### config.mk
export PLATFORM = sky130hd
export DESIGN_NAME = qcore_cpu
export DESIGN_NICKNAME = d
export VERILOG_FILES = /design/src/common/qcore_pkg.sv /design/src/core/qcore_fetch.sv /design/src/core/qcore_decode.sv /design/src/core/qcore_hazard.sv /design/src/core/qcore_reg_bank.sv /design/src/core/qcore_execute.sv /design/src/verilog/qcore_cpu.sv
export VERILOG_INCLUDE_DIRS = /design/src /design/src/common
export SDC_FILE = /design/constraint.sdc
export NUM_CORES = 2
export LEC_CHECK = 0
export ABC_AREA = 1
export BUFFER_PORTS_ARGS = -buffer_cell sky130_fd_sc_hd__buf_2
export CELL_PAD_IN_SITES_DETAIL_PLACEMENT = 2
export CELL_PAD_IN_SITES_GLOBAL_PLACEMENT = 2
export CORE_MARGIN = 4
export CORE_UTILIZATION = 32
export CTS_CLUSTER_DIAMETER = 50
export DETAILED_ROUTE_END_ITERATION = 8
export PLACE_DENSITY_LB_ADDON = 0.1
export REMOVE_ABC_BUFFERS = 1
export SLEW_MARGIN = 0
export SYNTH_ARGS = -nofsm -noshare
export SYNTH_HDL_FRONTEND = slang
export SYNTH_SLANG_ARGS = --single-unit
### constraint.sdc
create_clock -name clk_i -period 4 [get_ports clk_i]
set_input_delay 0.4 -clock clk_i [delete_from_list [all_inputs] [get_ports clk_i]]
set_output_delay 0.4 -clock clk_i [all_outputs]
set_load 0.05 [all_outputs]
### src/common/qcore_defs.svh
`ifndef QCORE_DEFS_SVH
`define QCORE_DEFS_SVH

// Word and address widths
`define QCORE_INSTR_W    40
`define QCORE_DATA_W     32
`define QCORE_REG_AW     4
`define QCORE_REG_NUM    16  // 2**QCORE_REG_AW
`define QCORE_PMEM_AW    8
`define QCORE_DMEM_AW    8
`define QCORE_PORT_AW    4
`define QCORE_IMM_W      16

//////////////////////////////////////////////////
// Instruction field positions
`define QCORE_F_HDR      39:37
`define QCORE_F_COND     36:34
`define QCORE_F_ALU_OP   33:31
`define QCORE_F_IMM_SEL  30
`define QCORE_F_FLAG_WE  29
`define QCORE_F_RD       28:25
`define QCORE_F_RS_A     24:21
`define QCORE_F_RS_B     20:17
`define QCORE_F_IMM      15:0     // Bit 16 is spare

`endif

### src/common/qcore_pkg.sv
`include "qcore_defs.svh"

package qcore_pkg;

   typedef logic [`QCORE_INSTR_W-1:0] instr_t;
   typedef logic [`QCORE_DATA_W-1:0]  word_t;
   typedef logic [`QCORE_REG_AW-1:0]  reg_addr_t;
   typedef logic [`QCORE_PMEM_AW-1:0] pc_t;
   typedef logic [`QCORE_DMEM_AW-1:0] dmem_addr_t;
   typedef logic [`QCORE_PORT_AW-1:0] port_addr_t;

   // Opcode, all zero is NOP
   typedef enum logic [2:0] {
      NOP     = 3'd0,
      REG_WR  = 3'd1,  // rd <= ALU
      REG_LD  = 3'd2,  // rd <= dmem[rsA + imm]
      MEM_WR  = 3'd3,  // dmem[rsA + imm] <= rsB
      PORT_WR = 3'd4,  // port[rd] <= ALU
      BRANCH  = 3'd5   // PC <= imm
   } hdr_e;

   typedef enum logic [2:0] {
      ALWAYS, EQ, LT, NZ, NS, FLAG, NFLAG, NEVER
   } cond_e;

   typedef enum logic [2:0] {
      ADD, SUB, AND, OR, XOR, SHL, SHR, PASS_B
   } alu_op_e;

endpackage

### src/core/qcore_fetch.sv
`timescale 1ns/1ps

module qcore_fetch (
   input  logic              clk_i,
   input  logic              rst_ni,
   input  logic              restart_i,
   input  logic              en_i,
   input  logic              stall_i,
   input  logic              branch_i,
   input  qcore_pkg::pc_t    target_i,
   input  qcore_pkg::instr_t pmem_dt_i,
   output qcore_pkg::pc_t    pmem_addr_o,
   output logic              pmem_en_o,
   output qcore_pkg::instr_t instr_o
);

   qcore_pkg::pc_t    pc;
   qcore_pkg::instr_t ir;
   logic              r_branch;   // Branch taken last slot
   logic              r_mem_rst;  // First read after reset or restart
   logic              advance;

   assign advance = en_i & ~stall_i;

   // Memory output is stale on the first cycle, and the two slots after a
   // taken branch hold words already in flight
   always_ff @(posedge clk_i) begin
      if (!rst_ni || restart_i) begin
         pc        <= '0;
         ir        <= '0;  // NOP
         r_branch  <= 1'b0;
         r_mem_rst <= 1'b1;
      end else begin
         if (en_i) r_mem_rst <= 1'b0;  // Held while frozen
         if (advance) begin
            pc       <= branch_i ? target_i : pc + 1'b1;
            r_branch <= branch_i;
            if (branch_i || r_branch || r_mem_rst)
               ir <= '0;
            else
               ir <= pmem_dt_i;
         end
      end
   end

   assign pmem_addr_o = pc;
   assign pmem_en_o   = advance | r_mem_rst;  // Memory output holds otherwise
   assign instr_o     = ir;

endmodule

### src/core/qcore_decode.sv
`timescale 1ns/1ps
`include "qcore_defs.svh"

module qcore_decode (
   input  logic                 clk_i,
   input  logic                 rst_ni,
   input  logic                 restart_i,
   input  logic                 en_i,
   input  logic                 stall_i,
   input  qcore_pkg::instr_t    instr_i,
   input  logic                 flag_i,
   input  logic                 z_i,
   input  logic                 s_i,
   input  qcore_pkg::word_t     rs_a_dt_i,
   input  qcore_pkg::word_t     rs_b_dt_i,
   output logic                 branch_o,
   output qcore_pkg::pc_t       target_o,
   output qcore_pkg::reg_addr_t rs_a_addr_o,
   output qcore_pkg::reg_addr_t rs_b_addr_o,
   output logic                 rs_a_used_o,
   output logic                 rs_b_used_o,
   output logic                 cond_used_o,
   output qcore_pkg::hdr_e      x1_hdr_o,
   output qcore_pkg::alu_op_e   x1_alu_op_o,
   output logic                 x1_flag_we_o,
   output qcore_pkg::reg_addr_t x1_rd_o,
   output qcore_pkg::word_t     x1_a_o,
   output qcore_pkg::word_t     x1_b_o,
   output qcore_pkg::word_t     x1_st_dt_o,
   output qcore_pkg::word_t     x1_imm_o
);

   qcore_pkg::hdr_e    hdr;
   qcore_pkg::cond_e   cond;
   qcore_pkg::alu_op_e alu_op;
   qcore_pkg::word_t   imm;
   logic imm_sel, flag_we, cond_ok, is_cond, exec_ok, alu_use, is_mem;

   //////////////////////////////////////////////////
   // Field decode
   assign hdr     = qcore_pkg::hdr_e'(instr_i[`QCORE_F_HDR]);
   assign cond    = qcore_pkg::cond_e'(instr_i[`QCORE_F_COND]);
   assign alu_op  = qcore_pkg::alu_op_e'(instr_i[`QCORE_F_ALU_OP]);
   assign imm_sel = instr_i[`QCORE_F_IMM_SEL];
   assign flag_we = instr_i[`QCORE_F_FLAG_WE];
   assign imm     = {{(`QCORE_DATA_W-`QCORE_IMM_W){instr_i[`QCORE_IMM_W-1]}},
                     instr_i[`QCORE_F_IMM]};

   assign rs_a_addr_o = instr_i[`QCORE_F_RS_A];
   assign rs_b_addr_o = instr_i[`QCORE_F_RS_B];

   // ALU runs for writes and for any flag update
   assign alu_use = (hdr == qcore_pkg::REG_WR) | (hdr == qcore_pkg::PORT_WR) | flag_we;
   assign is_mem  = (hdr == qcore_pkg::REG_LD) | (hdr == qcore_pkg::MEM_WR);
   assign rs_a_used_o = (alu_use & (alu_op != qcore_pkg::PASS_B)) | is_mem;
   assign rs_b_used_o = (alu_use & ~imm_sel) | (hdr == qcore_pkg::MEM_WR);

   //////////////////////////////////////////////////
   // Condition
   always_comb begin
      unique case (cond)
         qcore_pkg::ALWAYS : cond_ok = 1'b1;
         qcore_pkg::EQ     : cond_ok = z_i;
         qcore_pkg::LT     : cond_ok = s_i;
         qcore_pkg::NZ     : cond_ok = ~z_i;
         qcore_pkg::NS     : cond_ok = ~s_i;
         qcore_pkg::FLAG   : cond_ok = flag_i;
         qcore_pkg::NFLAG  : cond_ok = ~flag_i;
         qcore_pkg::NEVER  : cond_ok = 1'b0;
      endcase
   end

   assign is_cond = (hdr == qcore_pkg::REG_WR) | (hdr == qcore_pkg::MEM_WR) |
                    (hdr == qcore_pkg::PORT_WR) | (hdr == qcore_pkg::BRANCH);
   assign exec_ok = cond_ok | ~is_cond;
   // Only Z and S come from the pipeline
   assign cond_used_o = is_cond & ((cond == qcore_pkg::EQ) | (cond == qcore_pkg::LT) |
                                   (cond == qcore_pkg::NZ) | (cond == qcore_pkg::NS));

   assign branch_o = (hdr == qcore_pkg::BRANCH) & exec_ok & ~stall_i;
   assign target_o = qcore_pkg::pc_t'(instr_i[`QCORE_F_IMM]);

   //////////////////////////////////////////////////
   // X1 pipeline register
   always_ff @(posedge clk_i) begin
      if (!rst_ni || restart_i) begin
         x1_hdr_o     <= qcore_pkg::NOP;
         x1_flag_we_o <= 1'b0;
      end else if (en_i) begin
         if (stall_i) begin  // Bubble
            x1_hdr_o     <= qcore_pkg::NOP;
            x1_flag_we_o <= 1'b0;
         end else begin
            x1_hdr_o     <= exec_ok ? hdr : qcore_pkg::NOP;
            x1_flag_we_o <= flag_we;  // Kept on failed condition
         end
      end
   end

   always_ff @(posedge clk_i) begin
      if (en_i && !stall_i) begin
         x1_alu_op_o <= alu_op;
         x1_rd_o     <= instr_i[`QCORE_F_RD];
         x1_a_o      <= rs_a_dt_i;
         x1_b_o      <= imm_sel ? imm : rs_b_dt_i;
         x1_st_dt_o  <= rs_b_dt_i;
         x1_imm_o    <= imm;
      end
   end

endmodule

### src/core/qcore_hazard.sv
`timescale 1ns/1ps

module qcore_hazard (
   input  qcore_pkg::reg_addr_t rs_a_addr_i,
   input  qcore_pkg::reg_addr_t rs_b_addr_i,
   input  logic                 rs_a_used_i,
   input  logic                 rs_b_used_i,
   input  logic                 cond_used_i,
   input  qcore_pkg::reg_addr_t x1_rd_i,
   input  logic                 x1_rd_we_i,
   input  qcore_pkg::reg_addr_t x2_rd_i,
   input  logic                 x2_rd_we_i,
   input  logic                 x1_flag_we_i,
   output logic                 stall_o
);

   logic hz_a, hz_b, hz_flag;

   // Source A against X1 and X2 destinations
   assign hz_a = rs_a_used_i &
                 ((x1_rd_we_i & (x1_rd_i == rs_a_addr_i)) |
                  (x2_rd_we_i & (x2_rd_i == rs_a_addr_i)));

   assign hz_b = rs_b_used_i &
                 ((x1_rd_we_i & (x1_rd_i == rs_b_addr_i)) |
                  (x2_rd_we_i & (x2_rd_i == rs_b_addr_i)));

   // Flags register at the end of X1, so only X1 is in the way
   assign hz_flag = cond_used_i & x1_flag_we_i;

   assign stall_o = hz_a | hz_b | hz_flag;

endmodule

### src/core/qcore_reg_bank.sv
`timescale 1ns/1ps
`include "qcore_defs.svh"

module qcore_reg_bank (
   input  logic                 clk_i,
   input  logic                 rst_ni,
   input  logic                 restart_i,
   input  qcore_pkg::reg_addr_t rs_a_addr_i,
   input  qcore_pkg::reg_addr_t rs_b_addr_i,
   input  logic                 we_i,
   input  qcore_pkg::reg_addr_t w_addr_i,
   input  qcore_pkg::word_t     w_dt_i,
   output qcore_pkg::word_t     rs_a_dt_o,
   output qcore_pkg::word_t     rs_b_dt_o
);

   qcore_pkg::word_t regs [`QCORE_REG_NUM];

   always_ff @(posedge clk_i) begin
      if (!rst_ni || restart_i)
         regs <= '{default: '0};
      else if (we_i)
         regs[w_addr_i] <= w_dt_i;
   end

   // Write-through so decode sees the X2 result now
   assign rs_a_dt_o = (we_i && w_addr_i == rs_a_addr_i) ? w_dt_i : regs[rs_a_addr_i];
   assign rs_b_dt_o = (we_i && w_addr_i == rs_b_addr_i) ? w_dt_i : regs[rs_b_addr_i];

endmodule

### src/core/qcore_execute.sv
`timescale 1ns/1ps

module qcore_execute (
   input  logic                  clk_i,
   input  logic                  rst_ni,
   input  logic                  restart_i,
   input  logic                  en_i,
   input  qcore_pkg::hdr_e       x1_hdr_i,
   input  qcore_pkg::alu_op_e    x1_alu_op_i,
   input  logic                  x1_flag_we_i,
   input  qcore_pkg::reg_addr_t  x1_rd_i,
   input  qcore_pkg::word_t      x1_a_i,
   input  qcore_pkg::word_t      x1_b_i,
   input  qcore_pkg::word_t      x1_st_dt_i,
   input  qcore_pkg::word_t      x1_imm_i,
   input  qcore_pkg::word_t      dmem_r_dt_i,
   output logic                  dmem_we_o,
   output qcore_pkg::dmem_addr_t dmem_addr_o,
   output qcore_pkg::word_t      dmem_w_dt_o,
   output logic                  z_o,
   output logic                  s_o,
   output logic                  x1_rd_we_o,
   output qcore_pkg::reg_addr_t  x2_rd_o,
   output logic                  x2_rd_we_o,
   output logic                  x1_flag_we_o,
   output logic                  wb_we_o,
   output qcore_pkg::reg_addr_t  wb_addr_o,
   output qcore_pkg::word_t      wb_dt_o,
   output logic                  port_we_o,
   output qcore_pkg::port_addr_t port_addr_o,
   output qcore_pkg::word_t      port_dt_o
);

   qcore_pkg::word_t      alu_dt, mem_sum, x2_alu_dt;
   qcore_pkg::dmem_addr_t x1_mem_addr, x2_mem_addr;
   qcore_pkg::hdr_e       x2_hdr;

   //////////////////////////////////////////////////
   // X1
   always_comb begin
      unique case (x1_alu_op_i)
         qcore_pkg::ADD    : alu_dt = x1_a_i + x1_b_i;
         qcore_pkg::SUB    : alu_dt = x1_a_i - x1_b_i;
         qcore_pkg::AND    : alu_dt = x1_a_i & x1_b_i;
         qcore_pkg::OR     : alu_dt = x1_a_i | x1_b_i;
         qcore_pkg::XOR    : alu_dt = x1_a_i ^ x1_b_i;
         qcore_pkg::SHL    : alu_dt = x1_a_i << x1_b_i[4:0];
         qcore_pkg::SHR    : alu_dt = x1_a_i >> x1_b_i[4:0];
         qcore_pkg::PASS_B : alu_dt = x1_b_i;
      endcase
   end

   assign mem_sum     = x1_a_i + x1_imm_i;
   assign x1_mem_addr = qcore_pkg::dmem_addr_t'(mem_sum);

   assign x1_rd_we_o   = (x1_hdr_i == qcore_pkg::REG_WR) | (x1_hdr_i == qcore_pkg::REG_LD);
   assign x1_flag_we_o = x1_flag_we_i;

   always_ff @(posedge clk_i) begin
      if (!rst_ni || restart_i) begin
         z_o <= 1'b0;
         s_o <= 1'b0;
      end else if (en_i && x1_flag_we_i) begin
         z_o <= (alu_dt == '0);
         s_o <= alu_dt[31];  // Sign
      end
   end

   //////////////////////////////////////////////////
   // X2 pipeline register
   always_ff @(posedge clk_i) begin
      if (!rst_ni || restart_i)
         x2_hdr <= qcore_pkg::NOP;
      else if (en_i)
         x2_hdr <= x1_hdr_i;
   end

   always_ff @(posedge clk_i) begin
      if (en_i) begin
         x2_rd_o     <= x1_rd_i;
         x2_alu_dt   <= alu_dt;
         x2_mem_addr <= x1_mem_addr;
      end
   end

   assign x2_rd_we_o = (x2_hdr == qcore_pkg::REG_WR) | (x2_hdr == qcore_pkg::REG_LD);

   // Frozen, the address falls back to the X2 load so its data stays valid
   assign dmem_addr_o = en_i ? x1_mem_addr : x2_mem_addr;
   assign dmem_we_o   = en_i & (x1_hdr_i == qcore_pkg::MEM_WR);
   assign dmem_w_dt_o = x1_st_dt_i;

   assign wb_we_o   = en_i & x2_rd_we_o;
   assign wb_addr_o = x2_rd_o;
   assign wb_dt_o   = (x2_hdr == qcore_pkg::REG_LD) ? dmem_r_dt_i : x2_alu_dt;

   assign port_we_o   = en_i & (x2_hdr == qcore_pkg::PORT_WR);
   assign port_addr_o = qcore_pkg::port_addr_t'(x2_rd_o);  // rd names the port
   assign port_dt_o   = x2_alu_dt;

endmodule

### src/verilog/qcore_cpu.sv
`timescale 1ns/1ps

module qcore_cpu (
   input  logic                  clk_i,
   input  logic                  rst_ni,
   input  logic                  restart_i,
   input  logic                  en_i,
   input  logic                  flag_i,
   // Program memory
   output qcore_pkg::pc_t        pmem_addr_o,
   output logic                  pmem_en_o,
   input  qcore_pkg::instr_t     pmem_dt_i,
   // Data memory
   output logic                  dmem_we_o,
   output qcore_pkg::dmem_addr_t dmem_addr_o,
   output qcore_pkg::word_t      dmem_w_dt_o,
   input  qcore_pkg::word_t      dmem_r_dt_i,
   // Output ports
   output logic                  port_we_o,
   output qcore_pkg::port_addr_t port_addr_o,
   output qcore_pkg::word_t      port_dt_o
);

   qcore_pkg::instr_t    instr;
   qcore_pkg::pc_t       target;
   logic                 branch, stall;
   qcore_pkg::reg_addr_t rs_a_addr, rs_b_addr;
   logic                 rs_a_used, rs_b_used, cond_used;
   qcore_pkg::word_t     rs_a_dt, rs_b_dt;
   logic                 z_flag, s_flag;

   // Decode to X1
   qcore_pkg::hdr_e      x1_hdr;
   qcore_pkg::alu_op_e   x1_alu_op;
   logic                 x1_flag_we;
   qcore_pkg::reg_addr_t x1_rd;
   qcore_pkg::word_t     x1_a, x1_b, x1_st_dt, x1_imm;

   // In-flight destinations for the hazard unit
   logic                 x1_rd_we, x2_rd_we, x1_flag_we_hz;
   qcore_pkg::reg_addr_t x2_rd;

   // Write-back
   logic                 wb_we;
   qcore_pkg::reg_addr_t wb_addr;
   qcore_pkg::word_t     wb_dt;

   qcore_fetch u_fetch (
      .clk_i, .rst_ni, .restart_i, .en_i,
      .stall_i (stall), .branch_i (branch), .target_i (target),
      .pmem_dt_i, .pmem_addr_o, .pmem_en_o,
      .instr_o (instr)
   );

   qcore_decode u_decode (
      .clk_i, .rst_ni, .restart_i, .en_i, .flag_i,
      .stall_i (stall), .instr_i (instr), .z_i (z_flag), .s_i (s_flag),
      .rs_a_dt_i (rs_a_dt), .rs_b_dt_i (rs_b_dt),
      .branch_o (branch), .target_o (target),
      .rs_a_addr_o (rs_a_addr), .rs_b_addr_o (rs_b_addr),
      .rs_a_used_o (rs_a_used), .rs_b_used_o (rs_b_used), .cond_used_o (cond_used),
      .x1_hdr_o (x1_hdr), .x1_alu_op_o (x1_alu_op), .x1_flag_we_o (x1_flag_we),
      .x1_rd_o (x1_rd), .x1_a_o (x1_a), .x1_b_o (x1_b),
      .x1_st_dt_o (x1_st_dt), .x1_imm_o (x1_imm)
   );

   qcore_hazard u_hazard (
      .rs_a_addr_i (rs_a_addr), .rs_b_addr_i (rs_b_addr),
      .rs_a_used_i (rs_a_used), .rs_b_used_i (rs_b_used), .cond_used_i (cond_used),
      .x1_rd_i (x1_rd), .x1_rd_we_i (x1_rd_we),
      .x2_rd_i (x2_rd), .x2_rd_we_i (x2_rd_we),
      .x1_flag_we_i (x1_flag_we_hz),
      .stall_o (stall)
   );

   qcore_reg_bank u_reg_bank (
      .clk_i, .rst_ni, .restart_i,
      .rs_a_addr_i (rs_a_addr), .rs_b_addr_i (rs_b_addr),
      .we_i (wb_we), .w_addr_i (wb_addr), .w_dt_i (wb_dt),
      .rs_a_dt_o (rs_a_dt), .rs_b_dt_o (rs_b_dt)
   );

   qcore_execute u_execute (
      .clk_i, .rst_ni, .restart_i, .en_i,
      .x1_hdr_i (x1_hdr), .x1_alu_op_i (x1_alu_op), .x1_flag_we_i (x1_flag_we),
      .x1_rd_i (x1_rd), .x1_a_i (x1_a), .x1_b_i (x1_b),
      .x1_st_dt_i (x1_st_dt), .x1_imm_i (x1_imm), .dmem_r_dt_i,
      .dmem_we_o, .dmem_addr_o, .dmem_w_dt_o,
      .z_o (z_flag), .s_o (s_flag),
      .x1_rd_we_o (x1_rd_we), .x2_rd_o (x2_rd), .x2_rd_we_o (x2_rd_we),
      .x1_flag_we_o (x1_flag_we_hz),
      .wb_we_o (wb_we), .wb_addr_o (wb_addr), .wb_dt_o (wb_dt),
      .port_we_o, .port_addr_o, .port_dt_o
   );

endmodule

==> flow_summary.rst <==
.. list-table::
   :header-rows: 1

   * - Metric
     - Value
   * - Final Max Slew Viols
     - 0
   * - Violations in the final reports
     - setup timing
   * - Total of flip-flops plus latches after synthesis
     - 725
   * - Post-synthesis instance total
     - 6,705
   * - Number of placed instances, taps included
     - 8,497
   * - Global-route congestion overflow total
     - 0
   * - Area of the die
     - 144,000 um^2
   * - Leakage
     - 20.94 nW
   * - Clock tree from TritonCTS
     - yes
   * - Delay of the slowest critical-path stage
     - 0.45 ns
   * - Total number of placement rows
     - 136
   * - Clk Latency, worst-skew pair
     - 0.78 ns
   * - Clk root buf
     - sky130_fd_sc_hd__clkbuf_16
   * - Number of clock sinks seen by CTS
     - 725
   * - Classification of the worst setup path
     - register to register
   * - Setup clock skew after layout
     - 0.1111 ns
   * - Final nets
     - 7,058
   * - Fraction of layout instances using a drive strength above 1
     - 0.1380
   * - Total DRC errors in the routed layout
     - 0
   * - Adder and majority gate portion of the synthesized area
     - 0.03065
   * - Detailed-route vias per instance
     - 5.863
   * - Wire length of the first global-routing pass
     - 365,400 um
   * - Slowest cell on crit path
     - sky130_fd_sc_hd__edfxtp_1
   * - Via count of the first global-routing pass
     - 52,960
   * - Async S/R FF share, synth
     - 0
   * - Antenna violations before repair
     - 12
   * - PortBufs
     - 162
   * - Data arrival at the endpoint of the critical path
     - 4.95 ns
   * - I/O Pins
     - 164
   * - VDD IR-drop max
     - 337.5 uV
   * - Data required time at the worst endpoint
     - 4.65 ns
   * - Non-Filler Instances
     - 8,774
   * - Sequential-to-total area share from yosys stat
     - 0.3619
   * - Max Clock Freq
     - 0.2330 GHz
   * - Unrepaired setup endpoints after global routing
     - true
   * - Last weighted congestion value of the routability-driven placer
     - 0.9737
   * - Multiplexer fraction of the synthesized cell area
     - 0
   * - Detailed placement HPWL
     - 163,900 um
   * - Yosys synthesis warning count
     - 0
   * - Number of flops mapped to enable cells by yosys
     - 147
   * - Width of the chip
     - 379.5 um
   * - Remaining antenna violation count
     - 0
   * - Min Tclk post-route
     - 4.292 ns
   * - Total via count in the routed design
     - 51,440
   * - Effective utilization at floorplan
     - 0.3216
   * - First-pass DRT Iterations
     - 5
   * - Maximum fanout count along the critical path
     - 3
   * - Area grow syn2layout
     - 21.52%
   * - Compound-cell area share of the yosys netlist
     - 0.2835
   * - Routed wire length
     - 253,500 um
   * - Die Height
     - 379.5 um
   * - Detailed-route wire length per cell
     - 28.89 um
   * - # Max-Cap Violations
     - 0
   * - Result of the run
     - complete, but fails checks
   * - Worst setup EP type
     - register
   * - Post-layout util
     - 0.3909
   * - Max_slew headroom
     - 0.07838
   * - Combined global-route utilization of all metal layers
     - 0.3356
   * - Hold Fails Final Rpt
     - 0
   * - Xor-xnor portion of the synthesized cell area
     - 0.01190
   * - Max Root-Sink Buffers
     - 3
   * - Area of the mapped netlist
     - 44,170 um^2
   * - Setup violation total in the final timing report
     - 7
   * - Simple-gate area share of the yosys netlist
     - 0.2036
   * - Transition time at the pin with the least slew margin
     - 1.368 ns
   * - Largest net degree at the start of global routing
     - 148
   * - Hold crit path type
     - primary input to register
   * - TritonCTS Buffers
     - 115
   * - Total power per unit cell area
     - 433.9 nW/um^2
   * - Main combinational cell family by area after synthesis
     - compound AO/OA/AOI/OAI gates
   * - Predominant post-synthesis flop cell
     - sky130_fd_sc_hd__dfxtp_1
   * - Detailed router's first-iteration violation count
     - 4,164
   * - Count of H-tree levels built during CTS
     - 3
   * - CTS clk-pin slew, worst paths
     - 0.06 ns
   * - Final worst-path cycle share
     - 1.073
   * - Number of distinct standard cells referenced by the synthesized netlist
     - 50
   * - Crit path launch type
     - register
   * - Minimum setup slack in the final design
     - -0.2924 ns
   * - Avg Cell Area, Syn
     - 6.587 um^2
   * - Placeable core area
     - 137,300 um^2
   * - Setup slack of the most critical reg-to-reg path
     - -0.29 ns
[cell usage after synthesis (4+ instances only)]
cell type                  instances  share of area
sky130_fd_sc_hd__a21oi_1        1161           0.13
sky130_fd_sc_hd__a31oi_1          32         0.0045
sky130_fd_sc_hd__and2_1            6        0.00085
sky130_fd_sc_hd__buf_1            49         0.0042
sky130_fd_sc_hd__buf_2            55         0.0062
sky130_fd_sc_hd__buf_4             8         0.0014
sky130_fd_sc_hd__clkbuf_1        412          0.035
sky130_fd_sc_hd__clkinv_1          7        0.00060
sky130_fd_sc_hd__dfxtp_1         578           0.26
sky130_fd_sc_hd__edfxtp_1        147           0.10
sky130_fd_sc_hd__ha_1            105          0.030
sky130_fd_sc_hd__inv_1           700          0.059
sky130_fd_sc_hd__inv_2             8        0.00068
sky130_fd_sc_hd__nand2_1        1015          0.086
sky130_fd_sc_hd__nand3_1         642          0.073
sky130_fd_sc_hd__nand3b_1          9         0.0015
sky130_fd_sc_hd__nand4_1          37         0.0052
sky130_fd_sc_hd__nor2_1          362          0.031
sky130_fd_sc_hd__nor3_1           16         0.0018
sky130_fd_sc_hd__nor3_2            4        0.00091
sky130_fd_sc_hd__o211ai_1         37         0.0063
sky130_fd_sc_hd__o21ai_0        1190           0.13
sky130_fd_sc_hd__o21ai_1           8        0.00091
sky130_fd_sc_hd__o22ai_1          11         0.0016
sky130_fd_sc_hd__or2_2             5        0.00071
sky130_fd_sc_hd__xnor2_1           7         0.0014
sky130_fd_sc_hd__xor2_1           53          0.011
[kinds of logic after synthesis]
family,Yosys count
and+or+nand+nor,2111
AOI/OAI and AO/OA,2459
adders and majority gates,107
xor gates and xnor gates,60
buffers and inverters,1243
DFF,725
[stage by stage]
step / total power, W / cell area [um^2] / TNS, ns / setup WS, ns / hold slack, ns
floorplan: 0.01027 / 42070 / -6609.20 / -14.73 / 0.4030
global placement: 0.01235 / 48380 / -0.9286 / -0.2609 / 0.4111
detailed placement: 0.01244 / 48380 / -1.550 / -0.3104 / 0.4186
CTS: 0.02318 / 53050 / -0.2229 / -0.1286 / 0.05393
global route: 0.02409 / 53670 / -3.424 / -0.5214 / 0.08337
finish: 0.02329 / 53670 / -1.023 / -0.2924 / 0.1077
[layout make-up]
cell class / count / area (um^2)
sequential: 725 / 16010
antenna: 3 / 7.507
fill: 16200 / 83650
clock inverter: 69 / 877.1
inverter: 716 / 2719
multi-input combinational: 4737 / 24220
tap: 1794 / 2245
timing repair buffer: 579 / 4428
clock buffer: 151 / 3164
[critical path: cells and delay by family (launching register included)]
kind,cells,cell delay [ns]
AND/OR/NAND/NOR,16,1.82
AO/OA/AOI/OAI,5,0.73
buffers and inverters,5,0.55
adder cells (fa/ha/maj),2,0.50
flip-flops,1,0.45
XOR/XNOR,1,0.16
[cells in the final DEF (no fill, tap or decap), types with 6 or more instances in the layout]
cell	n
sky130_fd_sc_hd__ha_1	97
sky130_fd_sc_hd__dlygate4sd3_1	36
sky130_fd_sc_hd__clkbuf_16	116
sky130_fd_sc_hd__nand2_4	14
sky130_fd_sc_hd__nor2_1	322
sky130_fd_sc_hd__nand4_1	37
sky130_fd_sc_hd__nand3_1	635
sky130_fd_sc_hd__a21oi_2	22
sky130_fd_sc_hd__clkbuf_1	22
sky130_fd_sc_hd__nor2_2	21
sky130_fd_sc_hd__dfxtp_4	6
sky130_fd_sc_hd__buf_2	160
sky130_fd_sc_hd__o22ai_1	11
sky130_fd_sc_hd__dfxtp_1	570
sky130_fd_sc_hd__nand2_1	943
sky130_fd_sc_hd__inv_1	684
sky130_fd_sc_hd__buf_12	28
sky130_fd_sc_hd__buf_4	344
sky130_fd_sc_hd__inv_6	9
sky130_fd_sc_hd__clkbuf_8	13
sky130_fd_sc_hd__a31oi_1	32
sky130_fd_sc_hd__nand3b_1	9
sky130_fd_sc_hd__clkinv_4	9
sky130_fd_sc_hd__o21ai_1	9
sky130_fd_sc_hd__clkinv_2	24
sky130_fd_sc_hd__bufinv_16	13
sky130_fd_sc_hd__ha_4	8
sky130_fd_sc_hd__edfxtp_1	147
sky130_fd_sc_hd__inv_2	22
sky130_fd_sc_hd__xor2_1	50
sky130_fd_sc_hd__o211ai_1	37
sky130_fd_sc_hd__a21oi_1	1136
sky130_fd_sc_hd__nor2_4	25
sky130_fd_sc_hd__buf_6	11
sky130_fd_sc_hd__clkinvlp_4	7
sky130_fd_sc_hd__o21ai_0	1187
sky130_fd_sc_hd__xnor2_1	7
sky130_fd_sc_hd__nand2_2	60
sky130_fd_sc_hd__nor3_1	13
[state kept, by name, summed over array words and instances, names as in the netlist]
register	flops
u_execute.x2_mem_addr	8
u_reg_bank.regs	512
u_decode.x1_rd_o	4
u_decode.x1_st_dt_o	32
u_execute.z_o	1
u_fetch.r_branch	1
u_execute.port_dt_o	32
u_fetch.pmem_addr_o	8
u_decode.x1_a_o	32
u_decode.x1_imm_o	8
u_decode.x1_b_o	32
u_execute.x2_hdr	3
u_fetch.r_mem_rst	1
u_decode.x1_hdr_o	3
u_execute.s_o	1
u_decode.x1_alu_op_o	3
u_decode.x1_flag_we_o	1
u_fetch.instr_o	39
u_execute.port_addr_o	4
[path summary, 6_finish.rpt]
path | start | to | cells past startpoint
min reg2reg | u_fetch.instr_o[27] | u_decode.x1_rd_o[2] | 0
min | restart_i | u_reg_bank.regs[118] | 4
max reg2reg | u_decode.x1_b_o[1] | u_execute.z_o | 29
max | u_decode.x1_b_o[1] | u_execute.z_o | 29
[metal layers]
layer  vias up  part of all wire  wire, um  global-route usage
li1      22950                 -         -                   -
met1     26420              0.44    111500              0.4460
met2      1578              0.46    116600              0.5535
met3       490             0.054     13800             0.04306
met4         4             0.045     11530              0.1299
met5         -           0.00011        29                   0
[repair_timing]
item	CTS	global route
hold buffers	36	0
gates resized for setup	75	136
buffers inserted	4	14
setup endpoints to repair	17	24
pin swaps	27	89
endpoints found under the hold margin	36	0
[power breakdown]
group	internal [W]	leakage, nW	switching [W]
logic	0.00139	12.8	0.00329
clock network	0.00647	1.97	0.00415
registers	0.00766	6.17	0.000329
Power figures use the tool's default switching activity.
